## config.mk

```make
export PLATFORM = sky130hd
export DESIGN_NAME = riscv_single
export DESIGN_NICKNAME = d
export VERILOG_FILES = /design/src/rv_ctrl_pkg.sv /design/src/rv_isa_pkg.sv /design/src/alu.sv /design/src/aludec.sv /design/src/controller.sv /design/src/datapath.sv /design/src/maindec.sv /design/src/regfile.sv /design/src/riscv_single.sv
export SDC_FILE = /design/constraint.sdc
export NUM_CORES = 2
export LEC_CHECK = 0
export BUFFER_PORTS_ARGS = -buffer_cell sky130_fd_sc_hd__buf_2
export CAP_MARGIN = 20
export CORE_UTILIZATION = 48
export DETAILED_ROUTE_END_ITERATION = 7
export GPL_ROUTABILITY_DRIVEN = 0
export SLEW_MARGIN = 5
export SYNTH_ARGS = -nofsm -noshare
export SYNTH_HDL_FRONTEND = slang
export SYNTH_SLANG_ARGS = --single-unit
```

## constraint.sdc

```tcl
create_clock -name i_clk -period 24.9 [get_ports i_clk]
set_clock_uncertainty 0.1 [all_clocks]
set_input_delay 1.245 -clock i_clk [delete_from_list [all_inputs] [get_ports i_clk]]
set_output_delay 1.245 -clock i_clk [all_outputs]
set_load 0.02 [all_outputs]
```

## src/rv_ctrl_pkg.sv

```systemverilog
//****************************************
// Control encodings of the core. Enums for
// the mux selects and ALU functions, and
// the control struct that the controller
// hands to the datapath
//****************************************

`default_nettype none

package rv_ctrl_pkg;

    typedef enum logic [1:0] {RES_ALU = 2'b00, RES_MEM = 2'b01, RES_PC4 = 2'b10} result_src_e;

    typedef enum logic [1:0] {IMM_I = 2'b00, IMM_S = 2'b01, IMM_B = 2'b10, IMM_J = 2'b11} imm_src_e;

    // Operation class from the main decoder
    typedef enum logic [1:0] {AOP_ADD = 2'b00, AOP_BRANCH = 2'b01, AOP_FUNC = 2'b10} alu_op_e;

    typedef enum logic [3:0] {
        ALU_ADD = 4'd0,
        ALU_SUB = 4'd1,
        ALU_AND = 4'd2,
        ALU_OR  = 4'd3,
        ALU_XOR = 4'd4,
        ALU_SLT = 4'd5,
        ALU_SLL = 4'd6,
        ALU_SRL = 4'd7
    } alu_ctrl_e;

    // Memory funct3: [1:0] width (byte, half, word), [2] unsigned load
    typedef logic [2:0] mem_size_t;

    typedef struct packed {
        logic        reg_write;     // Register file write enable
        imm_src_e    imm_src;       // Immediate format
        logic        alu_src;       // ALU operand B from immediate
        logic        mem_write;     // Data memory write
        result_src_e result_src;    // Writeback source
        logic        branch;
        logic        jump;
        alu_ctrl_e   alu_ctrl;
        mem_size_t   mem_size;
        logic        pc_src;        // Take branch/jump target
    } ctrl_t;

endpackage

`default_nettype wire

```

## src/rv_isa_pkg.sv

```systemverilog
//****************************************
// Instruction set definitions for the RV32I
// subset. Word, register index and funct3
// types plus the supported opcodes. Pulled
// in with rv_isa_pkg:: scoped names
//****************************************

`default_nettype none

package rv_isa_pkg;

    typedef logic [31:0] word_t;        // Data or address word
    typedef logic [4:0]  reg_addr_t;    // Register index x0..x31
    typedef logic [2:0]  funct3_t;      // Instruction funct3 field

    // Major opcodes of the supported subset
    typedef enum logic [6:0] {
        OP_LOAD   = 7'b0000011,
        OP_STORE  = 7'b0100011,
        OP_RTYPE  = 7'b0110011,
        OP_ITYPE  = 7'b0010011,
        OP_BRANCH = 7'b1100011,
        OP_JAL    = 7'b1101111
    } opcode_e;

    // Branch conditions
    localparam funct3_t F3_BEQ = 3'b000;
    localparam funct3_t F3_BNE = 3'b001;
    localparam funct3_t F3_BLT = 3'b100;
    localparam funct3_t F3_BGE = 3'b101;

endpackage

`default_nettype wire

```

## src/alu.sv

```systemverilog
//****************************************
// 32-bit ALU with zero and signed less-than
// flags for the branch logic
//****************************************

`timescale 1ns/1ps
`default_nettype none

module alu (
    input  rv_isa_pkg::word_t      i_a,
    input  rv_isa_pkg::word_t      i_b,
    input  rv_ctrl_pkg::alu_ctrl_e i_ctrl,
    output rv_isa_pkg::word_t      o_y,
    output logic                   o_zero,
    output logic                   o_lt
);

    assign o_lt = $signed(i_a) < $signed(i_b);

    always_comb begin
        case (i_ctrl)
            rv_ctrl_pkg::ALU_ADD: o_y = i_a + i_b;
            rv_ctrl_pkg::ALU_SUB: o_y = i_a - i_b;
            rv_ctrl_pkg::ALU_AND: o_y = i_a & i_b;
            rv_ctrl_pkg::ALU_OR:  o_y = i_a | i_b;
            rv_ctrl_pkg::ALU_XOR: o_y = i_a ^ i_b;
            rv_ctrl_pkg::ALU_SLT: o_y = {31'b0, o_lt};
            rv_ctrl_pkg::ALU_SLL: o_y = i_a << i_b[4:0];   // Shift amount 0..31
            rv_ctrl_pkg::ALU_SRL: o_y = i_a >> i_b[4:0];   // Logical
            default:              o_y = '0;
        endcase
    end

    assign o_zero = (o_y == '0);

endmodule

`default_nettype wire

```

## src/aludec.sv

```systemverilog
//****************************************
// ALU decoder. Picks the ALU function from
// the operation class, funct3 and funct7[5]
//****************************************

`timescale 1ns/1ps
`default_nettype none

module aludec (
    input  rv_ctrl_pkg::alu_op_e   i_alu_op,
    input  rv_isa_pkg::funct3_t    i_funct3,
    input  logic                   i_funct7b5,
    input  logic                   i_op5,       // Set for R-type
    output rv_ctrl_pkg::alu_ctrl_e o_alu_ctrl
);

    always_comb begin
        o_alu_ctrl = rv_ctrl_pkg::ALU_ADD;
        case (i_alu_op)
            rv_ctrl_pkg::AOP_ADD: o_alu_ctrl = rv_ctrl_pkg::ALU_ADD;   // Address calc
            rv_ctrl_pkg::AOP_BRANCH: begin
                if (i_funct3 == rv_isa_pkg::F3_BLT || i_funct3 == rv_isa_pkg::F3_BGE)
                    o_alu_ctrl = rv_ctrl_pkg::ALU_SLT;
                else
                    o_alu_ctrl = rv_ctrl_pkg::ALU_SUB;                 // beq/bne
            end
            rv_ctrl_pkg::AOP_FUNC: begin
                case (i_funct3)
                    3'b000:  o_alu_ctrl = (i_funct7b5 & i_op5) ? rv_ctrl_pkg::ALU_SUB
                                                                : rv_ctrl_pkg::ALU_ADD;
                    3'b001:  o_alu_ctrl = rv_ctrl_pkg::ALU_SLL;
                    3'b010:  o_alu_ctrl = rv_ctrl_pkg::ALU_SLT;
                    3'b100:  o_alu_ctrl = rv_ctrl_pkg::ALU_XOR;
                    3'b101:  o_alu_ctrl = rv_ctrl_pkg::ALU_SRL;
                    3'b110:  o_alu_ctrl = rv_ctrl_pkg::ALU_OR;
                    3'b111:  o_alu_ctrl = rv_ctrl_pkg::ALU_AND;
                    default: o_alu_ctrl = rv_ctrl_pkg::ALU_ADD;        // sltu unsupported
                endcase
            end
            default: o_alu_ctrl = rv_ctrl_pkg::ALU_ADD;
        endcase
    end

endmodule

`default_nettype wire

```

## src/controller.sv

```systemverilog
//****************************************
// Control unit. Runs both decoders on the
// current instruction and resolves the
// branch into the PC select
//****************************************

`timescale 1ns/1ps
`default_nettype none

module controller (
    input  rv_isa_pkg::word_t  i_instr,
    input  logic               i_alu_zero,
    input  logic               i_alu_lt,
    output rv_ctrl_pkg::ctrl_t o_ctrl
);

    rv_isa_pkg::opcode_e    op;
    rv_isa_pkg::funct3_t    funct3;
    logic                   funct7b5;
    rv_ctrl_pkg::ctrl_t     ctrl_main;
    rv_ctrl_pkg::alu_op_e   alu_op;
    rv_ctrl_pkg::alu_ctrl_e alu_ctrl;
    logic                   cond_met;

    assign op       = rv_isa_pkg::opcode_e'(i_instr[6:0]);
    assign funct3   = i_instr[14:12];
    assign funct7b5 = i_instr[30];

    maindec u_maindec (.i_op(op), .i_funct3(funct3), .o_ctrl_main(ctrl_main), .o_alu_op(alu_op));

    aludec u_aludec (
        .i_alu_op  (alu_op),
        .i_funct3  (funct3),
        .i_funct7b5(funct7b5),
        .i_op5     (i_instr[5]),
        .o_alu_ctrl(alu_ctrl)
    );

    always_comb begin
        case (funct3)
            rv_isa_pkg::F3_BEQ: cond_met = i_alu_zero;
            rv_isa_pkg::F3_BNE: cond_met = ~i_alu_zero;
            rv_isa_pkg::F3_BLT: cond_met = i_alu_lt;      // Signed compare
            rv_isa_pkg::F3_BGE: cond_met = ~i_alu_lt;
            default:            cond_met = 1'b0;
        endcase
    end

    always_comb begin
        o_ctrl          = ctrl_main;
        o_ctrl.alu_ctrl = alu_ctrl;
        o_ctrl.pc_src   = ctrl_main.jump | (ctrl_main.branch & cond_met);
    end

endmodule

`default_nettype wire

```

## src/datapath.sv

```systemverilog
//****************************************
// Datapath of the single-cycle core. PC,
// immediates, register file, ALU, result
// mux and byte-lane alignment of the data
// memory port
//****************************************

`timescale 1ns/1ps
`default_nettype none

module datapath #(
    parameter rv_isa_pkg::word_t RESET_PC = '0
) (
    input  logic               i_clk,
    input  logic               i_rst,
    input  rv_ctrl_pkg::ctrl_t i_ctrl,
    input  rv_isa_pkg::word_t  i_instr,
    input  rv_isa_pkg::word_t  i_dmem_rdata,
    output rv_isa_pkg::word_t  o_pc,
    output rv_isa_pkg::word_t  o_dmem_addr,
    output rv_isa_pkg::word_t  o_dmem_wdata,
    output logic [3:0]         o_dmem_be,
    output logic               o_dmem_we,
    output logic               o_alu_zero,
    output logic               o_alu_lt
);

    rv_isa_pkg::word_t pc, pc_plus4, pc_target, imm_ext;
    rv_isa_pkg::word_t rd1, rd2, src_b, alu_y, load_data, result;
    logic [7:0]        ld_byte;
    logic [15:0]       ld_half;
    logic [1:0]        byte_off;

    always_ff @(posedge i_clk) begin
        if (i_rst) pc <= RESET_PC;
        else       pc <= i_ctrl.pc_src ? pc_target : pc_plus4;
    end

    assign pc_plus4  = pc + 32'd4;
    assign pc_target = pc + imm_ext;      // Branch and jal target

    always_comb begin
        case (i_ctrl.imm_src)
            rv_ctrl_pkg::IMM_I: imm_ext = {{20{i_instr[31]}}, i_instr[31:20]};
            rv_ctrl_pkg::IMM_S: imm_ext = {{20{i_instr[31]}}, i_instr[31:25], i_instr[11:7]};
            rv_ctrl_pkg::IMM_B: imm_ext = {{20{i_instr[31]}}, i_instr[7], i_instr[30:25],
                                           i_instr[11:8], 1'b0};
            default:            imm_ext = {{12{i_instr[31]}}, i_instr[19:12], i_instr[20],
                                           i_instr[30:21], 1'b0};   // J-type
        endcase
    end

    regfile u_regfile (
        .i_clk(i_clk), .i_rst(i_rst), .i_we(i_ctrl.reg_write),
        .i_ra1(i_instr[19:15]), .i_ra2(i_instr[24:20]), .i_wa(i_instr[11:7]),
        .i_wd(result), .o_rd1(rd1), .o_rd2(rd2)
    );

    assign src_b = i_ctrl.alu_src ? imm_ext : rd2;

    alu u_alu (.i_a(rd1), .i_b(src_b), .i_ctrl(i_ctrl.alu_ctrl),
               .o_y(alu_y), .o_zero(o_alu_zero), .o_lt(o_alu_lt));

    assign byte_off = alu_y[1:0];

    // Store lanes and byte enables
    always_comb begin
        case (i_ctrl.mem_size[1:0])
            2'b00: begin
                o_dmem_wdata = {4{rd2[7:0]}};
                o_dmem_be    = 4'b0001 << byte_off;
            end
            2'b01: begin
                o_dmem_wdata = {2{rd2[15:0]}};
                o_dmem_be    = byte_off[1] ? 4'b1100 : 4'b0011;
            end
            default: begin
                o_dmem_wdata = rd2;
                o_dmem_be    = 4'b1111;
            end
        endcase
    end

    // Load lane select and extension
    assign ld_byte = i_dmem_rdata[{byte_off, 3'b000} +: 8];
    assign ld_half = i_dmem_rdata[{byte_off[1], 4'b0000} +: 16];

    always_comb begin
        case (i_ctrl.mem_size[1:0])
            2'b00:   load_data = i_ctrl.mem_size[2] ? {24'b0, ld_byte}
                                                    : {{24{ld_byte[7]}}, ld_byte};
            2'b01:   load_data = i_ctrl.mem_size[2] ? {16'b0, ld_half}
                                                    : {{16{ld_half[15]}}, ld_half};
            default: load_data = i_dmem_rdata;
        endcase
    end

    always_comb begin
        case (i_ctrl.result_src)
            rv_ctrl_pkg::RES_MEM: result = load_data;
            rv_ctrl_pkg::RES_PC4: result = pc_plus4;    // jal link
            default:              result = alu_y;
        endcase
    end

    assign o_pc        = pc;
    assign o_dmem_addr = alu_y;
    assign o_dmem_we   = i_ctrl.mem_write & ~i_rst;     // No stores during reset

endmodule

`default_nettype wire

```

## src/maindec.sv

```systemverilog
//****************************************
// Main control decoder. Maps the opcode to
// the primary control fields and the ALU
// operation class. Used by the controller
//****************************************

`timescale 1ns/1ps
`default_nettype none

module maindec (
    input  rv_isa_pkg::opcode_e  i_op,        // Opcode field
    input  rv_isa_pkg::funct3_t  i_funct3,    // Memory width for loads/stores
    output rv_ctrl_pkg::ctrl_t   o_ctrl_main, // alu_ctrl and pc_src left zero
    output rv_ctrl_pkg::alu_op_e o_alu_op
);

    always_comb begin
        // Defaults give a no-op
        o_ctrl_main.reg_write  = 1'b0;
        o_ctrl_main.imm_src    = rv_ctrl_pkg::IMM_I;
        o_ctrl_main.alu_src    = 1'b0;
        o_ctrl_main.mem_write  = 1'b0;
        o_ctrl_main.result_src = rv_ctrl_pkg::RES_ALU;
        o_ctrl_main.branch     = 1'b0;
        o_ctrl_main.jump       = 1'b0;
        o_ctrl_main.alu_ctrl   = rv_ctrl_pkg::ALU_ADD;  // Filled in by aludec
        o_ctrl_main.mem_size   = 3'b010;                // Word
        o_ctrl_main.pc_src     = 1'b0;                  // Resolved in controller
        o_alu_op               = rv_ctrl_pkg::AOP_ADD;

        case (i_op)
            rv_isa_pkg::OP_LOAD: begin
                o_ctrl_main.reg_write  = 1'b1;
                o_ctrl_main.alu_src    = 1'b1;          // base + imm
                o_ctrl_main.result_src = rv_ctrl_pkg::RES_MEM;
                o_ctrl_main.mem_size   = i_funct3;
            end
            rv_isa_pkg::OP_STORE: begin
                o_ctrl_main.imm_src   = rv_ctrl_pkg::IMM_S;
                o_ctrl_main.alu_src   = 1'b1;
                o_ctrl_main.mem_write = 1'b1;
                o_ctrl_main.mem_size  = i_funct3;       // sb/sh/sw
            end
            rv_isa_pkg::OP_RTYPE: begin
                o_ctrl_main.reg_write = 1'b1;
                o_alu_op              = rv_ctrl_pkg::AOP_FUNC;
            end
            rv_isa_pkg::OP_ITYPE: begin
                o_ctrl_main.reg_write = 1'b1;
                o_ctrl_main.alu_src   = 1'b1;
                o_alu_op              = rv_ctrl_pkg::AOP_FUNC;
            end
            rv_isa_pkg::OP_BRANCH: begin
                o_ctrl_main.imm_src = rv_ctrl_pkg::IMM_B;
                o_ctrl_main.branch  = 1'b1;
                o_alu_op            = rv_ctrl_pkg::AOP_BRANCH;  // Compare rs1, rs2
            end
            rv_isa_pkg::OP_JAL: begin
                o_ctrl_main.reg_write  = 1'b1;
                o_ctrl_main.imm_src    = rv_ctrl_pkg::IMM_J;
                o_ctrl_main.result_src = rv_ctrl_pkg::RES_PC4;  // Link address
                o_ctrl_main.jump       = 1'b1;
            end
            default: begin
                // Unsupported opcode keeps the no-op defaults
            end
        endcase
    end

endmodule

`default_nettype wire

```

## src/regfile.sv

```systemverilog
//****************************************
// 32 x 32 register file. Two combinational
// read ports, one write port on the clock
//****************************************

`timescale 1ns/1ps
`default_nettype none

module regfile (
    input  logic                  i_clk,
    input  logic                  i_rst,
    input  logic                  i_we,
    input  rv_isa_pkg::reg_addr_t i_ra1,
    input  rv_isa_pkg::reg_addr_t i_ra2,
    input  rv_isa_pkg::reg_addr_t i_wa,
    input  rv_isa_pkg::word_t     i_wd,
    output rv_isa_pkg::word_t     o_rd1,
    output rv_isa_pkg::word_t     o_rd2
);

    rv_isa_pkg::word_t regs [32];

    always_ff @(posedge i_clk) begin
        if (i_rst) begin
            for (int i = 0; i < 32; i++) regs[i] <= '0;  // Clear, no write
        end else if (i_we && i_wa != '0) begin
            regs[i_wa] <= i_wd;
        end
    end

    // x0 hardwired to zero
    assign o_rd1 = (i_ra1 == '0) ? '0 : regs[i_ra1];
    assign o_rd2 = (i_ra2 == '0) ? '0 : regs[i_ra2];

endmodule

`default_nettype wire

```

## src/riscv_single.sv

```systemverilog
//****************************************
// Single-cycle RV32I core top level. Joins
// controller and datapath. Instruction and
// data memories sit outside on the ports
//****************************************

`timescale 1ns/1ps
`default_nettype none

module riscv_single #(
    parameter rv_isa_pkg::word_t RESET_PC = '0
) (
    input  logic              i_clk,
    input  logic              i_rst,
    input  rv_isa_pkg::word_t i_instr,       // Word at o_pc, same cycle
    input  rv_isa_pkg::word_t i_dmem_rdata,  // Load data, same cycle
    output rv_isa_pkg::word_t o_pc,
    output rv_isa_pkg::word_t o_dmem_addr,
    output rv_isa_pkg::word_t o_dmem_wdata,
    output logic [3:0]        o_dmem_be,
    output logic              o_dmem_we
);

    rv_ctrl_pkg::ctrl_t ctrl;
    logic               alu_zero;
    logic               alu_lt;

    controller u_controller (
        .i_instr   (i_instr),
        .i_alu_zero(alu_zero),
        .i_alu_lt  (alu_lt),
        .o_ctrl    (ctrl)
    );

    datapath #(.RESET_PC(RESET_PC)) u_datapath (
        .i_clk(i_clk), .i_rst(i_rst), .i_ctrl(ctrl),
        .i_instr(i_instr), .i_dmem_rdata(i_dmem_rdata),
        .o_pc(o_pc), .o_dmem_addr(o_dmem_addr), .o_dmem_wdata(o_dmem_wdata),
        .o_dmem_be(o_dmem_be), .o_dmem_we(o_dmem_we),
        .o_alu_zero(alu_zero), .o_alu_lt(alu_lt)
    );

endmodule

`default_nettype wire

```

==> results_dict.tcl <==
set metrics [dict create \
    fillerInstances 11700 \
    synth_top_area_frac 0.465 \
    cts_resized 0 \
    cts_inserted_buffers 109 \
    critPathBufInv 7 \
    numClockSinks 1056 \
    fmax_ghz 0.0849 \
    fin_util 0.535 \
    power_density_nw_per_um2 72.0 \
    final_cells 7730 \
    max_cap_violations 0 \
    io_pins 167 \
    layout-drive-gt1-share 0.207 \
    setup_viol 0 \
    critPathLaunchType "input port" \
    yosysMostFrequentCell "nor2_1" \
    drtAntennaViolNets 0 \
    cp.required_ns 25.44 \
    drt-total-wl_um 281000 \
    htreeDepth 3 \
    wl_per_cell_um 36.3 \
    worst-slew-pin-transition_ns 1.26 \
    grt.total_usage 0.396 \
    rsz0062_at_grt "no" \
    rows 135 \
    path_class "in2reg" \
    cts_hold_buf 0 \
    relSlewSlack 0.150 \
    grt.busiest_layer "met2" \
    syn_to_final_growth_pct 10.1 \
    synthArstFlopShare 0 \
    yosysWarnings 0 \
    multi_input_area_um2 32500 \
    first_pass_iters 8 \
    final_net_count 6055 \
    grt.overflow.total 0 \
    clkLatencyLatePin_ns 0.75 \
    endpoint_kind "flop" \
    die_w_um 373 \
    dpl.hpwl_um 181000 \
    hp-class "reg2reg" \
    antenna_found_initial 5 \
    report.final.slew_viol_count 0 \
    postCtsSetupBuffers 0 \
    synth_common_cells "nor2_1 (1217), edfxtp_1 (1024), nand2_1 (462)" \
    grt_pass1_wl_um 392000 \
    period_needed_ns 11.78 \
    slowest_delay_ns 1.02 \
    path_max_fanout 53 \
    use_met3 0.110 \
    regArea_um2 31400 \
    syn_avg_cell_area_um2 11.3 \
    clockRootBuffer "clkbuf_16" \
    syn-cell-area_um2 66100 \
    dp.cells 7514 \
    synth-seq-cells 1056 \
    grt_pass1_vias 52300 \
    cp_top_family "simple AND/OR/NAND/NOR gates" \
    start_util 0.486 \
    synth.distinct_cells 93 \
    clk_pin_slew_ns 0.07 \
    drt-initial-drc-count 9717 \
    use_met2 0.586 \
    synth_cells 5853 \
    p_total_w 0.00524 \
    hold_slack_ns 0.538 \
    viasPerCell 7.15 \
    clk_path_buf_depth 3 \
    dieArea_um2 139000 \
    ys_seq_area_frac 0.475 \
    leakage_nw 26.9 \
    synth_top_area_cell "edfxtp_1" \
    violations "design-rule violations" \
    grt_max_degree 95 \
    cp_slowest_cell "nor2b_1" \
    drcViolationCount 26 \
    ys_top_cells_by_area "edfxtp_1 (47%), mux4_2 (16%), nor2_1 (6.9%)" \
    die_h_um 373 \
    grtUsageMet1 0.493 \
    vdd_drop_max_v 0.0000516 \
    core_um2 136000 \
    hold_violations 0 \
    final.setup.tns_ns 0 \
    cts_tree "done" \
    fin_crit_sh 0.473 \
    worstPathArrival_ns 12.32 \
    io_buffers 166 \
    via_count 55300 \
    synth_edf_count 1024 \
    status "complete, but fails checks" \
    ys.flop_type "edfxtp_1" \
]
[per-layer routing]
metal	share of wire	wire, µm
met1	0.34	96200
met2	0.43	121000
met3	0.14	37900
met4	0.092	25800
met5	0.000071	20
[placed cells by master (no fill, tap or decap), types with 133 or more instances in the layout]
master       n
nor2_1    1217
o21ai_0    154
edfxtp_1  1024
nand2_1    400
buf_4      215
a21oi_1    159
mux4_2     458
ha_1       133
mux2i_1    283
buf_2      164
[state kept, by name (all words and copies together) (netlist names)]
register	cells
u_datapath.o_pc	32
u_datapath.u_regfile.regs	1024
[final cells by class]
type                       count  area share
antenna                        8    0.000275
clock buffer                 130      0.0386
clock inverter                70      0.0101
inverter                     131     0.00677
multi-input combinational   4162       0.446
sequential                  1056       0.431
tap                         1781      0.0306
timing repair buffer         392      0.0359
[logic make-up (layout without fill, tap and decap cells)]
group                      after synthesis  after routing  share of synthesized area
xor gates and xnor gates                74             74                    0.00981
adders and majority gates              137            137                     0.0263
muxes                                  819            819                      0.212
and+or+nand+nor                       2126           2126                      0.136
buffers and inverters                  666            723                     0.0410
DFF                                   1056           1056                      0.475
other                                    1             40                  0.0000567
AOI/OAI and AO/OA                      974            974                     0.0999
[per-stage QoR]
stage	setup WS [ns]	area, µm²
2_1_floorplan	16.08	66200
3_3_place_gp	12.45	69100
3_5_place_dp	12.85	69200
4_1_cts	13.64	72700
5_1_grt	12.84	72800
6_report	13.12	72800
[where the power goes]
group / total, W / leakage, nW / internal (W) / switching (W)
combinational: 0.00153 / 14.4 / 0.000415 / 0.00111
clock: 0.00168 / 1.71 / 0.000939 / 0.000738
sequential: 0.00204 / 10.8 / 0.00201 / 0.0000328
total: 0.00524 / 26.9 / 0.00336 / 0.00188
[worst reg2reg max path: cells and delay by family, from the launching register on]
family                     cells  cell delay (ns)
AOI/OAI and AO/OA             11             3.48
adders and majority gates      2             0.61
buffers and inverters          5             1.78
DFF                            1             0.37
muxes                          3             1.04
and+or+nand+nor                8             2.24
[path summary, 6_finish.rpt]
path	end	from	slack (ns)	cells past startpoint
max	u_datapath.o_pc[30]	i_instr[20]	13.12	31
min reg2reg	u_datapath.o_pc[0]	u_datapath.o_pc[0]	0.54	2
max reg2reg	u_datapath.o_pc[30]	u_datapath.u_regfile.regs[0][0]	15.20	29
min	u_datapath.o_pc[0]	u_datapath.o_pc[0]	0.54	2
(Power assumes the default switching activity.)
